File: src/rtl/dlx_isa_pkg.sv
`default_nettype none

package dlx_isa_pkg;

   typedef logic [0:31] instr_t;   // Bit 0 is the MSB, big-endian numbering
   typedef logic [5:0]  opcode_t;
   typedef logic [4:0]  reg_sel_t;
   typedef logic [31:0] word_t;

   localparam opcode_t op_rtype = 6'h00;
   localparam opcode_t op_j     = 6'h02;
   localparam opcode_t op_jal   = 6'h03;
   localparam opcode_t op_beqz  = 6'h04;
   localparam opcode_t op_bnez  = 6'h05;
   localparam opcode_t op_addi  = 6'h08;
   localparam opcode_t op_addui = 6'h09;
   localparam opcode_t op_subi  = 6'h0a;
   localparam opcode_t op_subui = 6'h0b;
   localparam opcode_t op_jr    = 6'h12;
   localparam opcode_t op_jalr  = 6'h13;
   localparam opcode_t op_sgei  = 6'h1d;
   localparam opcode_t op_lb    = 6'h20;
   localparam opcode_t op_lh    = 6'h21;
   localparam opcode_t op_lw    = 6'h23;
   localparam opcode_t op_sb    = 6'h28;
   localparam opcode_t op_sh    = 6'h29;
   localparam opcode_t op_sw    = 6'h2b;

   // Function codes, valid under op_rtype only
   localparam opcode_t fn_nop  = 6'h15;
   localparam opcode_t fn_add  = 6'h20;
   localparam opcode_t fn_addu = 6'h21;
   localparam opcode_t fn_sub  = 6'h22;
   localparam opcode_t fn_subu = 6'h23;
   localparam opcode_t fn_xor  = 6'h26;
   localparam opcode_t fn_slt  = 6'h2a;

   function automatic opcode_t opcode_of(instr_t i);
      return i[0:5];
   endfunction

   function automatic opcode_t func_of(instr_t i);
      return i[26:31];
   endfunction

   function automatic reg_sel_t rd_i_of(instr_t i);
      return i[11:15];   // Also the rs2 field
   endfunction

   function automatic reg_sel_t rd_r_of(instr_t i);
      return i[16:20];
   endfunction

   function automatic logic [15:0] imm16_of(instr_t i);
      return i[16:31];
   endfunction

   function automatic logic [25:0] off26_of(instr_t i);
      return i[6:31];
   endfunction

endpackage

`default_nettype wire

File: src/rtl/dlx_ctrl_pkg.sv
`default_nettype none

package dlx_ctrl_pkg;

   import dlx_isa_pkg::*;

   // Zero is none so a cleared register decodes as a bubble
   typedef enum logic [3:0] {
      alu_none = 4'h0,
      alu_add  = 4'h1,
      alu_addu = 4'h2,
      alu_sub  = 4'h3,
      alu_subu = 4'h4,
      alu_xor  = 4'h5,
      alu_slt  = 4'h6,
      alu_sge  = 4'h7
   } alu_op_t;

   typedef struct packed {
      logic     reg_wr;
      reg_sel_t reg_dst;
      reg_sel_t rs2_sel;
      logic     ext_op;       // 1 sign extend, 0 zero extend
      logic     alu_src;      // 1 register operand, 0 immediate
      alu_op_t  alu_op;
      logic     mem_wr;
      logic     mem_to_reg;
      logic     branch;
      word_t    new_pc;
      logic     stall;
   } id_ex_ctrl_t;

endpackage

`default_nettype wire

File: src/rtl/dlx_ctrl_if.sv
`timescale 1ns/1ns
`default_nettype none

interface dlx_ctrl_if
   import dlx_ctrl_pkg::*;
();

   id_ex_ctrl_t ctrl;
   logic        kill_next;         // Load in decode, squash the follower
   logic        should_be_killed;  // Registered copy of kill_next

   modport dec (
      output ctrl,
      output kill_next,
      input  should_be_killed
   );

   modport pipe (
      input  ctrl,
      input  kill_next,
      output should_be_killed
   );

endinterface

`default_nettype wire

File: src/rtl/dlx_jump_branch.sv
`timescale 1ns/1ns
`default_nettype none

module dlx_jump_branch
   import dlx_isa_pkg::*;
(
   input  wire instr_t instr,
   input  wire word_t  rs1,
   input  wire word_t  pc_plus_four,
   output word_t       target,
   output logic        take
);

   opcode_t     op;
   logic [15:0] imm16;
   logic [25:0] off26;
   word_t       br_target;
   word_t       j_target;

   assign op    = opcode_of(instr);
   assign imm16 = imm16_of(instr);
   assign off26 = off26_of(instr);

   assign j_target  = pc_plus_four + {{6{off26[25]}}, off26};
   assign br_target = pc_plus_four + {{16{imm16[15]}}, imm16};

   always_comb begin
      target = '0;
      take   = 1'b0;
      case (op)
         op_j, op_jal: begin
            target = j_target;
            take   = 1'b1;
         end
         op_jr, op_jalr: begin
            target = rs1;   // Register indirect
            take   = 1'b1;
         end
         op_beqz: begin
            take   = (rs1 == '0);
            target = take ? br_target : '0;
         end
         op_bnez: begin
            take   = (rs1 != '0);
            target = take ? br_target : '0;
         end
         default: ;
      endcase
   end

endmodule

`default_nettype wire

File: src/rtl/dlx_control.sv
`timescale 1ns/1ns
`default_nettype none

module dlx_control
   import dlx_isa_pkg::*;
   import dlx_ctrl_pkg::*;
(
   input  wire instr_t instr,
   input  wire word_t  rs1,
   input  wire word_t  pc_plus_four,
   dlx_ctrl_if.dec     cif
);

   opcode_t op;
   opcode_t func;
   logic    r_type;
   logic    is_nop;
   logic    is_jump;
   logic    is_branch;
   logic    i_type;
   logic    is_load;
   logic    is_store;
   logic    killed;
   logic    take;
   word_t   target;
   alu_op_t alu_op;

   assign op     = opcode_of(instr);
   assign func   = func_of(instr);
   assign killed = cif.should_be_killed;

   assign r_type    = (op == op_rtype);
   assign is_nop    = r_type && (func == fn_nop);
   assign is_jump   = op inside {op_j, op_jal, op_jr, op_jalr};
   assign is_branch = op inside {op_beqz, op_bnez};
   assign i_type    = !r_type && !is_jump && !is_branch;
   assign is_load   = op inside {op_lb, op_lh, op_lw};
   assign is_store  = op inside {op_sb, op_sh, op_sw};

   dlx_jump_branch u_jump_branch (
      .instr        (instr),
      .rs1          (rs1),
      .pc_plus_four (pc_plus_four),
      .target       (target),
      .take         (take)
   );

   always_comb begin
      alu_op = alu_none;
      if (r_type) begin
         case (func)
            fn_add:  alu_op = alu_add;
            fn_addu: alu_op = alu_addu;
            fn_sub:  alu_op = alu_sub;
            fn_subu: alu_op = alu_subu;
            fn_xor:  alu_op = alu_xor;
            fn_slt:  alu_op = alu_slt;
            default: alu_op = alu_none;   // nop lands here
         endcase
      end else begin
         case (op)
            op_addi, op_lb, op_lh, op_lw, op_sb, op_sh, op_sw: alu_op = alu_add;
            op_addui: alu_op = alu_addu;
            op_subi:  alu_op = alu_sub;
            op_subui: alu_op = alu_subu;
            op_sgei:  alu_op = alu_sge;
            default:  alu_op = alu_none;
         endcase
      end
   end

   always_comb begin
      cif.ctrl.reg_wr     = ((r_type && !is_nop) || (i_type && !is_store)) && !killed;
      cif.ctrl.reg_dst    = r_type ? rd_r_of(instr) : rd_i_of(instr);
      cif.ctrl.rs2_sel    = rd_i_of(instr);
      cif.ctrl.ext_op     = op inside {op_addi, op_subi, op_sgei} || is_load || is_store;
      cif.ctrl.alu_src    = r_type;
      cif.ctrl.alu_op     = alu_op;
      cif.ctrl.mem_wr     = is_store && !killed;
      cif.ctrl.mem_to_reg = is_load && !killed;
      cif.ctrl.branch     = take && !killed;
      cif.ctrl.new_pc     = target;
      cif.ctrl.stall      = is_load && !killed;   // Load-use bubble
   end

   assign cif.kill_next = is_load && !killed;

   // A store never also selects load data for writeback
   always_comb begin
      assert (!(cif.ctrl.mem_wr && cif.ctrl.mem_to_reg))
         else $error("mem_wr and mem_to_reg both high, opcode %h", op);
   end

endmodule

`default_nettype wire

File: src/rtl/dlx_id_ex_reg.sv
`timescale 1ns/1ns
`default_nettype none

module dlx_id_ex_reg
   import dlx_ctrl_pkg::*;
(
   input  wire      clk,
   input  wire      rst_n,
   dlx_ctrl_if.pipe cif,
   output id_ex_ctrl_t ex_ctrl
);

   always_ff @(posedge clk or negedge rst_n) begin
      if (!rst_n) begin
         ex_ctrl <= '0;   // Bubble after reset
      end else begin
         ex_ctrl <= cif.ctrl;
      end
   end

   always_ff @(posedge clk or negedge rst_n) begin
      if (!rst_n) begin
         cif.should_be_killed <= 1'b0;
      end else begin
         cif.should_be_killed <= cif.kill_next;
      end
   end

   // A killed instruction cannot itself start a new kill
   property p_kill_no_chain;
      @(posedge clk) disable iff (!rst_n)
         cif.should_be_killed |=> !cif.should_be_killed;
   endproperty

   a_kill_no_chain: assert property (p_kill_no_chain)
      else $error("should_be_killed high in two consecutive cycles");

endmodule

`default_nettype wire

File: src/rtl/dlx_decode_stage.sv
`timescale 1ns/1ns
`default_nettype none

module dlx_decode_stage
   import dlx_isa_pkg::*;
   import dlx_ctrl_pkg::*;
(
   input  wire         clk,
   input  wire         rst_n,
   input  wire instr_t instr,
   input  wire word_t  rs1,
   input  wire word_t  pc_plus_four,
   output logic        reg_wr,
   output reg_sel_t    reg_dst,
   output reg_sel_t    rs2_sel,
   output logic        ext_op,
   output logic        alu_src,
   output alu_op_t     alu_op,
   output logic        mem_wr,
   output logic        mem_to_reg,
   output logic        branch,
   output word_t       new_pc,
   output logic        stall
);

   id_ex_ctrl_t ex_ctrl;

   dlx_ctrl_if u_ctrl_if ();

   dlx_control u_control (
      .instr        (instr),
      .rs1          (rs1),
      .pc_plus_four (pc_plus_four),
      .cif          (u_ctrl_if.dec)
   );

   dlx_id_ex_reg u_id_ex_reg (
      .clk     (clk),
      .rst_n   (rst_n),
      .cif     (u_ctrl_if.pipe),
      .ex_ctrl (ex_ctrl)
   );

   assign reg_wr     = ex_ctrl.reg_wr;
   assign reg_dst    = ex_ctrl.reg_dst;
   assign rs2_sel    = ex_ctrl.rs2_sel;
   assign ext_op     = ex_ctrl.ext_op;
   assign alu_src    = ex_ctrl.alu_src;
   assign alu_op     = ex_ctrl.alu_op;
   assign mem_wr     = ex_ctrl.mem_wr;
   assign mem_to_reg = ex_ctrl.mem_to_reg;
   assign branch     = ex_ctrl.branch;
   assign new_pc     = ex_ctrl.new_pc;
   assign stall      = ex_ctrl.stall;

endmodule

`default_nettype wire

File: config.mk
export PLATFORM = sky130hd
export DESIGN_NAME = dlx_decode_stage
export DESIGN_NICKNAME = d
export VERILOG_FILES = /design/src/rtl/dlx_isa_pkg.sv /design/src/rtl/dlx_ctrl_pkg.sv /design/src/rtl/dlx_ctrl_if.sv /design/src/rtl/dlx_jump_branch.sv /design/src/rtl/dlx_control.sv /design/src/rtl/dlx_id_ex_reg.sv /design/src/rtl/dlx_decode_stage.sv
export SDC_FILE = /design/constraint.sdc
export NUM_CORES = 1
export LEC_CHECK = 0
export BUFFER_PORTS_ARGS = -buffer_cell sky130_fd_sc_hd__buf_4
export CAP_MARGIN = 40
export CORE_MARGIN = 8
export CORE_UTILIZATION = 55
export CTS_BUF_LIST = sky130_fd_sc_hd__clkbuf_2
export DETAILED_ROUTE_END_ITERATION = 8
export HOLD_SLACK_MARGIN = 0.03
export PLACE_DENSITY = 0.95
export SLEW_MARGIN = 20
export SYNTH_ARGS = -nofsm -noshare
export SYNTH_HDL_FRONTEND = slang
export SYNTH_SLANG_ARGS = --single-unit
File: constraint.sdc
create_clock -name clk -period 1.2 [get_ports clk]
set_input_delay 0.12 -clock clk [delete_from_list [all_inputs] [get_ports clk]]
set_output_delay 0.12 -clock clk [all_outputs]
set_load 0.02 [all_outputs]
==> impl_metrics.csv, run 1 <==
group,metric,value,unit
status,status,"stopped before the end",
status,lastStage,"4_1_cts",
status,first-error,"[ERROR DPL-0038] Utilization greater than 100%, impossible to legalize",
yosys,synth_top_cells_by_area,"dfrtp_1 28%, ha_1 13%, a21oi_1 5.3%",
floorplan,initial_core_util,0.562,
cts,cts_buffers,5,
cts,clockBufferDepth,2,
yosys,netlist.area_leader.share,0.278,
yosys,ys.flop_type,"dfrtp_1",
cts,cts_resized,148,
cts,clockRootBuffer,"clkbuf_2",
yosys,ys_types,71,
floorplan,dieHeight,107,um
cts,hold_buffers,42,
yosys,syn_area,4600,um2
yosys,yosysSeqAreaShare,0.278,
placement,dp_hpwl,20800,um
yosys,synth_edf_count,0,
floorplan,pin_count,151,
placement,gp_congestion,1.06,
placement,portBuffers,149,
yosys,syn_area_per_cell,8.58,um2
cts,htreeDepth,2,
cts,cts_setup_buffers,20,
floorplan,rows,33,
yosys,synth_nets,681,
yosys,synth_top_cell_by_area,"dfrtp_1",
yosys,async_reset_ff_frac,1.00,
placement,place_inst,973,
yosys,yosys_register_bits,51,
floorplan,die_w,107,um
yosys,syn_inst,536,
cts,cts_num_sinks,51,
yosys,yosys_warnings,0,
## through the flow
stage	setup slack [ns]	hold slack, ns	cell area, um2
2_1_floorplan	-1.09	-0.176	5050
3_3_place_gp	-1.29	0.00198	7690
3_5_place_dp	-1.61	0.0123	7690
## kinds of logic after synthesis
logic type,share of synthesized area
buffers and inverters,0.0381
adder cells (fa/ha/maj),0.130
AO/OA/AOI/OAI,0.282
other,0.000816
AND/OR/NAND/NOR,0.177
multiplexers,0.00680
XOR/XNOR,0.0876
flip-flops,0.278
## synth_stat cells (5+ instances only)
cell      count
dfrtp_1      51
nand2_1      51
a21oi_1      49
ha_1         46
a21o_1       30
nor2_1       29
o21ai_0      29
xnor2_1      26
xor2_1       20
inv_1        16
a22o_1       14
nand3_1      13
clkbuf_1     12
nor4_1       10
nand4_1       8
nor3_1        8
a211o_1       7
a31oi_1       7
a22oi_1       6
o22ai_1       6
nand2b_1      5
nor2b_1       5
o211ai_1      5
==> run 2, diff against run 1 <==
--- a/config.mk
+++ b/config.mk
@@ -8,11 +8,9 @@
 export BUFFER_PORTS_ARGS = -buffer_cell sky130_fd_sc_hd__buf_4
 export CAP_MARGIN = 40
 export CORE_MARGIN = 8
-export CORE_UTILIZATION = 55
-export CTS_BUF_LIST = sky130_fd_sc_hd__clkbuf_2
+export CORE_UTILIZATION = 40
 export DETAILED_ROUTE_END_ITERATION = 8
-export HOLD_SLACK_MARGIN = 0.03
-export PLACE_DENSITY = 0.95
+export PLACE_DENSITY_LB_ADDON = 0.15
 export SLEW_MARGIN = 20
 export SYNTH_ARGS = -nofsm -noshare
 export SYNTH_HDL_FRONTEND = slang
==> impl_metrics.csv, run 2 <==
group,metric,value,unit
yosys,syn_area_per_cell,8.58,um2
sta,final.setup_skew,0.00129,ns
sta,slew_headroom,0.641,
critical_path,crit_path_end_kind,"flip-flop",
cts,cts_buffers,5,
yosys,netlist.area_leader.share,0.278,
yosys,synth_edf_count,0,
yosys,ys_types,71,
sta,fmax,0.433,GHz
critical_path,arrival,2.48,ns
final_layout,final_cells,1046,
power,leakage,4.29,nW
final_layout,area_growth,90.9,%
route,drcViolationCount,0,
critical_path,r2r-start,"u_id_ex_reg.cif.should_be_killed$_DFF_PN0_",
route,dr_total_vias,5772,
critical_path,critPathMaxFanout,2,
final_layout,seq_area,1280,um2
floorplan,core,11300,um2
sta,rsz0062_at_grt,"true",
sta,period_share,1.93,
worst_hold_path,hold_start,"instr[11]",
floorplan,dieHeight,123,um
status,status,"complete, but fails checks",
worst_hold_path,min_path_type,"primary input to flip-flop",
sta,worstMarginPinSlew,0.533,ns
route,drtAntennaViolNets,0,
placement,dp_hpwl,16200,um
placement,portBuffers,149,
yosys,yosys_warnings,0,
sta,whs,0.0222,ns
final_layout,multiInputGateArea,4060,um2
route,totalWireLength,20300,um
critical_path,required,1.36,ns
floorplan,rows,39,
worst_hold_path,min_path_cells,3,
power,total_power,0.00724,W
cts,clock_latency,0.30,ns
cts,clockRootBuffer,"clkbuf_16",
route,via_per_inst,5.52,
run,cap_violations,0,
route,firstDrtPassIters,5,
cts,cts_num_sinks,51,
final_layout,top_register,"u_id_ex_reg.ex_ctrl",
sta,finalSetupViolCount,33,
grt,grt_max_degree,52,
yosys,ys.flop_type,"dfrtp_1",
power,p_per_area,825,nW/um2
sta,fin_ws,-1.11,ns
grt,grt_pass1_wl,31200,um
final_layout,final_common_cell,"buf_4",
floorplan,pin_count,151,
floorplan,initial_core_util,0.406,
yosys,synth_top_cells_by_area,"dfrtp_1 28%, ha_1 13%, a21oi_1 5.3%",
yosys,synth_nets,681,
cts,htreeDepth,2,
cts,clockBufferDepth,2,
floorplan,die_area,15200,um2
grt,grt_use_total,0.263,
yosys,async_reset_ff_frac,1.00,
placement,place_inst,1019,
placement,gp_congestion,0.954,
sta,slew_violations,0,
power,vdd_drop_max,0.874,mV
final_layout,fillers,800,
placement,post-place-ws,-1.48,ns
critical_path,crit_path_start_kind,"primary input",
final_layout,final_cell_mix,"343 x buf_4, 51 x dfrtp_1, 47 x nand2_1, 30 x a21o_1, 27 x nor2_1",
status,violations,"setup timing",
yosys,yosys_register_bits,51,
yosys,yosysSeqAreaShare,0.278,
final_layout,final_nets,1047,
final_layout,largest_reg_flops,50,
route,wl_per_cell,19.4,um
final_layout,n_antenna_cell,0,
yosys,syn_area,4600,um2
final_layout,drive_gt1_frac,0.569,
route,drtIter0Drc,436,
cts,clk_pin_slew_worst_paths,0.07,ns
final_layout,top_regs,"u_id_ex_reg.ex_ctrl: 50 flops, u_id_ex_reg.cif.should_be_killed: 1 flops",
cts,cts_tree,"built",
grt,globalRouteOverflowTotal,0,
grt,antenna_found_initial,0,
yosys,syn_inst,536,
sta,setup_tns,-22.23,ns
sta,fin_crit,2.31,ns
critical_path,worstSetupStartpoint,"instr[0]",
yosys,yosys-top-cells-count,"51 x dfrtp_1, 51 x nand2_1, 49 x a21oi_1, 46 x ha_1, 30 x a21o_1",
sta,hold_violations,0,
grt,grt_pass1_vias,5947,
yosys,synth_top_cell_by_area,"dfrtp_1",
critical_path,r2r_cells,2,
critical_path,crit_type,"primary input to flip-flop",
floorplan,die_w,123,um
-- run 2: cell counts after synthesis --
No cell type changed its count.
-- run 2: layout make-up --
cell class	count	area share
inverter	17	0.00727
sequential	51	0.145
tap	143	0.0204
clock inverter	2	0.00399
clock buffer	6	0.0158
multi-input combinational	449	0.462
timing repair buffer	378	0.345
-- run 2: logic make-up after synthesis --
kind of cell    Yosys count  synth area share
fa+ha+maj                47             0.130
other cells               1          0.000816
buf+inv                  36            0.0381
xor+xnor                 46            0.0876
compound gates          192             0.282
simple gates            160             0.177
mux                       3           0.00680
flops                    51             0.278
-- run 2: routing by layer --
metal,wire (um),GRT usage,vias to the layer above
met5,0,0,-
met4,530,0.0820,0
met3,1360,0.0475,43
met2,9770,0.447,209
met1,8680,0.332,2785
li1,-,-,2735
-- run 2: worst paths after layout --
path                                                              end  slack, ns
max                                 u_id_ex_reg.ex_ctrl[31]$_DFF_PN0_      -1.11
min                                 u_id_ex_reg.ex_ctrl[47]$_DFF_PN0_       0.02
max reg2reg                         u_id_ex_reg.ex_ctrl[52]$_DFF_PN0_       0.21
min reg2reg                         u_id_ex_reg.ex_ctrl[33]$_DFF_PN0_       0.55
max in group asynchronous  u_id_ex_reg.cif.should_be_killed$_DFF_PN0_       0.61
min in group asynchronous            u_id_ex_reg.ex_ctrl[8]$_DFF_PN0_       0.33
-- run 2: repair_timing --
item                                   4_1_cts  5_1_grt
gates resized for setup                     87       50
buffers inserted                            14       10
pin swaps                                   68       61
endpoints found under the hold margin       51        0
cloned                                       1        0
hold buffers                                 1        0
setup endpoints to repair                   34       38
-- run 2: report_power, final --
part | internal (W) | switching [W]
clock | 0.00104 | 0.000678
sequential | 0.00178 | 0.0000246
combinational | 0.00194 | 0.00178
total | 0.00476 | 0.00248
-- run 2: worst max-delay path, stage by stage --
cell	delay (ns)
buf_8	0.10
ha_4	0.16
fa_2	0.36
a21o_1	0.19
a21oi_2	0.17
o21ai_2	0.09
a211o_1	0.31
and3b_1	0.21
o21ai_2	0.19
o21ai_1	0.11
xnor2_1	0.31
o221ai_1	0.16
-- run 2: metrics by stage --
stage | area [um2] | utilization
floorplan | 5050 | -
CTS | 8470 | 0.748
global route | 8780 | 0.775
finish | 8780 | 0.775
detailed placement | 7790 | 0.688
global placement | 7790 | 0.688
Power figures use the tool's default switching activity.
==> run 3, diff against run 2 <==
==> constraint.sdc (replaced) <==
create_clock -name clk -period 1.2 [get_ports clk]
set_input_delay 0.06 -clock clk [delete_from_list [all_inputs] [get_ports clk]]
set_output_delay 0.06 -clock clk [all_outputs]
set_load 0.02 [all_outputs]
==> impl_metrics.csv, run 3 (synthesis results as in run 2) <==
group,metric,value,unit
critical_path,arrival,2.29,ns
critical_path,crit_type,"primary input to flip-flop",
sta,fin_crit,2.10,ns
cts,clock_latency,0.30,ns
grt,antenna_found_initial,0,
sta,worstMarginPinSlew,0.484,ns
route,dr_total_vias,5731,
final_layout,fillers,798,
status,violations,"setup timing",
critical_path,worstReg2RegEnd,"u_id_ex_reg.ex_ctrl[52]$_DFF_PN0_",
critical_path,r2r_cells,2,
final_layout,final_area,8640,um2
cts,htreeDepth,2,
cts,clockRootBuffer,"clkbuf_16",
worst_hold_path,min_path_cells,2,
floorplan,core,11300,um2
final_layout,final_common_cell,"buf_4",
worst_hold_path,hold_end,"u_id_ex_reg.ex_ctrl[46]$_DFF_PN0_",
route,dr_wl_met2,9870,um
worst_hold_path,hold_start,"instr[20]",
route,drtAntennaViolNets,0,
cts,clk_pin_slew_worst_paths,0.06,ns
sta,fin_ws,-0.902,ns
power,leakage,4.21,nW
floorplan,die_area,15200,um2
final_layout,top_register,"u_id_ex_reg.ex_ctrl",
sta,rsz0062_at_grt,"true",
route,firstDrtPassIters,5,
route,top_layer_used,"met4",
power,vdd_drop_max,0.744,mV
sta,whs,0.0103,ns
final_layout,final_cell_mix,"333 x buf_4, 51 x dfrtp_1, 46 x nand2_1, 30 x a21o_1, 28 x nor2_1",
grt,grt_use_total,0.252,
route,wl_per_cell,19.2,um
route,wl_met3,1220,um
critical_path,critPathMaxFanout,4,
floorplan,die_w,123,um
final_layout,largest_reg_flops,50,
placement,postPlaceCellArea,7740,um2
sta,slew_violations,0,
route,totalWireLength,20000,um
grt,grt_pass1_vias,5890,
final_layout,final_nets,1039,
grt,grt_max_degree,30,
cts,cts_tree,"built",
cts,cts_num_sinks,51,
floorplan,pin_count,151,
critical_path,crit_path_start_kind,"primary input",
route,drtIter0Drc,436,
run,cap_violations,0,
sta,hold_violations,0,
placement,gp_congestion,0.940,
floorplan,dieHeight,123,um
final_layout,n_antenna_cell,0,
power,p_per_area,793,nW/um2
critical_path,reg2reg_slack,0.22,ns
cts,cts_buffers,5,
final_layout,drive_gt1_frac,0.549,
grt,globalRouteOverflowTotal,0,
critical_path,crit_path_end_kind,"flip-flop",
sta,period_share,1.75,
sta,fmax,0.476,GHz
final_layout,top_regs,"u_id_ex_reg.ex_ctrl: 50 flops, u_id_ex_reg.cif.should_be_killed: 1 flops",
placement,dp_hpwl,16000,um
floorplan,initial_core_util,0.406,
sta,finalSetupViolCount,33,
status,status,"complete, but fails checks",
route,via_per_inst,5.52,
route,wl_met1,8510,um
sta,final.setup_skew,0.000142,ns
final_layout,area_growth,87.8,%
grt,grt_pass1_wl,30000,um
floorplan,rows,39,
sta,slew_headroom,0.673,
placement,portBuffers,149,
cts,clockBufferDepth,2,
critical_path,required,1.39,ns
worst_hold_path,min_path_type,"primary input to flip-flop",
critical_path,r2r-start,"u_id_ex_reg.cif.should_be_killed$_DFF_PN0_",
route,drcViolationCount,0,
run 3: cell type report:
| class | instances | area (um2) | share of cell area |
|---|---|---|---|
| timing repair buffer | 370 | 2980 | 0.345 |
| inverter | 17 | 63.8 | 0.00739 |
| clock inverter | 1 | 5.00 | 0.000579 |
| sequential | 51 | 1280 | 0.148 |
| clock buffer | 7 | 133 | 0.0154 |
| tap | 143 | 179 | 0.0207 |
| multi-input combinational | 449 | 4000 | 0.463 |
run 3: repair_timing:
item	CTS	global route
gates resized for setup	55	60
buffers inserted	9	6
pin swaps	57	44
hold endpoints to repair	60	0
endpoints found under the setup margin	34	37
hold buffers	10	0
gates cloned	1	0
run 3: worst max-delay path by stage:
stage | startpoint | to | slack (ns) | cells after the start
global placement | instr[0] | u_id_ex_reg.ex_ctrl[31]$_DFF_PN0_ | -1.28 | 12
finish | pc_plus_four[12] | u_id_ex_reg.ex_ctrl[20]$_DFF_PN0_ | -0.90 | 12
floorplan | instr[0] | u_id_ex_reg.ex_ctrl[29]$_DFF_PN0_ | -1.03 | 11
CTS | instr[0] | u_id_ex_reg.ex_ctrl[31]$_DFF_PN0_ | -1.0 | 12
detailed placement | instr[0] | u_id_ex_reg.ex_ctrl[31]$_DFF_PN0_ | -1.34 | 12
global route | instr[0] | u_id_ex_reg.ex_ctrl[31]$_DFF_PN0_ | -0.99 | 12
run 3: report_power, final:
group          total [W]  internal [W]  switching [W]
clock            0.00140      0.000772       0.000633
sequential       0.00180       0.00178      0.0000216
combinational    0.00364       0.00188        0.00176
run 3: metal layers:
metal  vias to the layer above  track usage
li1                       2722            -
met1                      2771        0.320
met2                       207        0.434
met3                        31       0.0393
met4                         0       0.0685
met5                         -            0
run 3: worst max-delay path, cell delays in order:
cell and delay (ns):
buf_6 0.10, ha_4 0.24, and3_4 0.18, and4_4 0.15, a32o_2 0.29, buf_12 0.15, nor3_4 0.12, o21a_1 0.21
nor2b_1 0.07, o21ai_1 0.19, mux2_4 0.32, a211o_1 0.23
run 3: per-stage QoR:
step	util	worst slack, ns	total power (W)	TNS, ns	cells
finish	0.763	-0.902	0.00685	-17.99	1038
global placement	0.684	-1.28	0.00492	-33.05	1009
floorplan	-	-1.03	0.00337	-18.38	536
detailed placement	0.684	-1.34	0.00498	-34.19	1009
global route	0.763	-0.989	0.00718	-20.35	1038
CTS	0.734	-0.997	0.00662	-18.30	1034
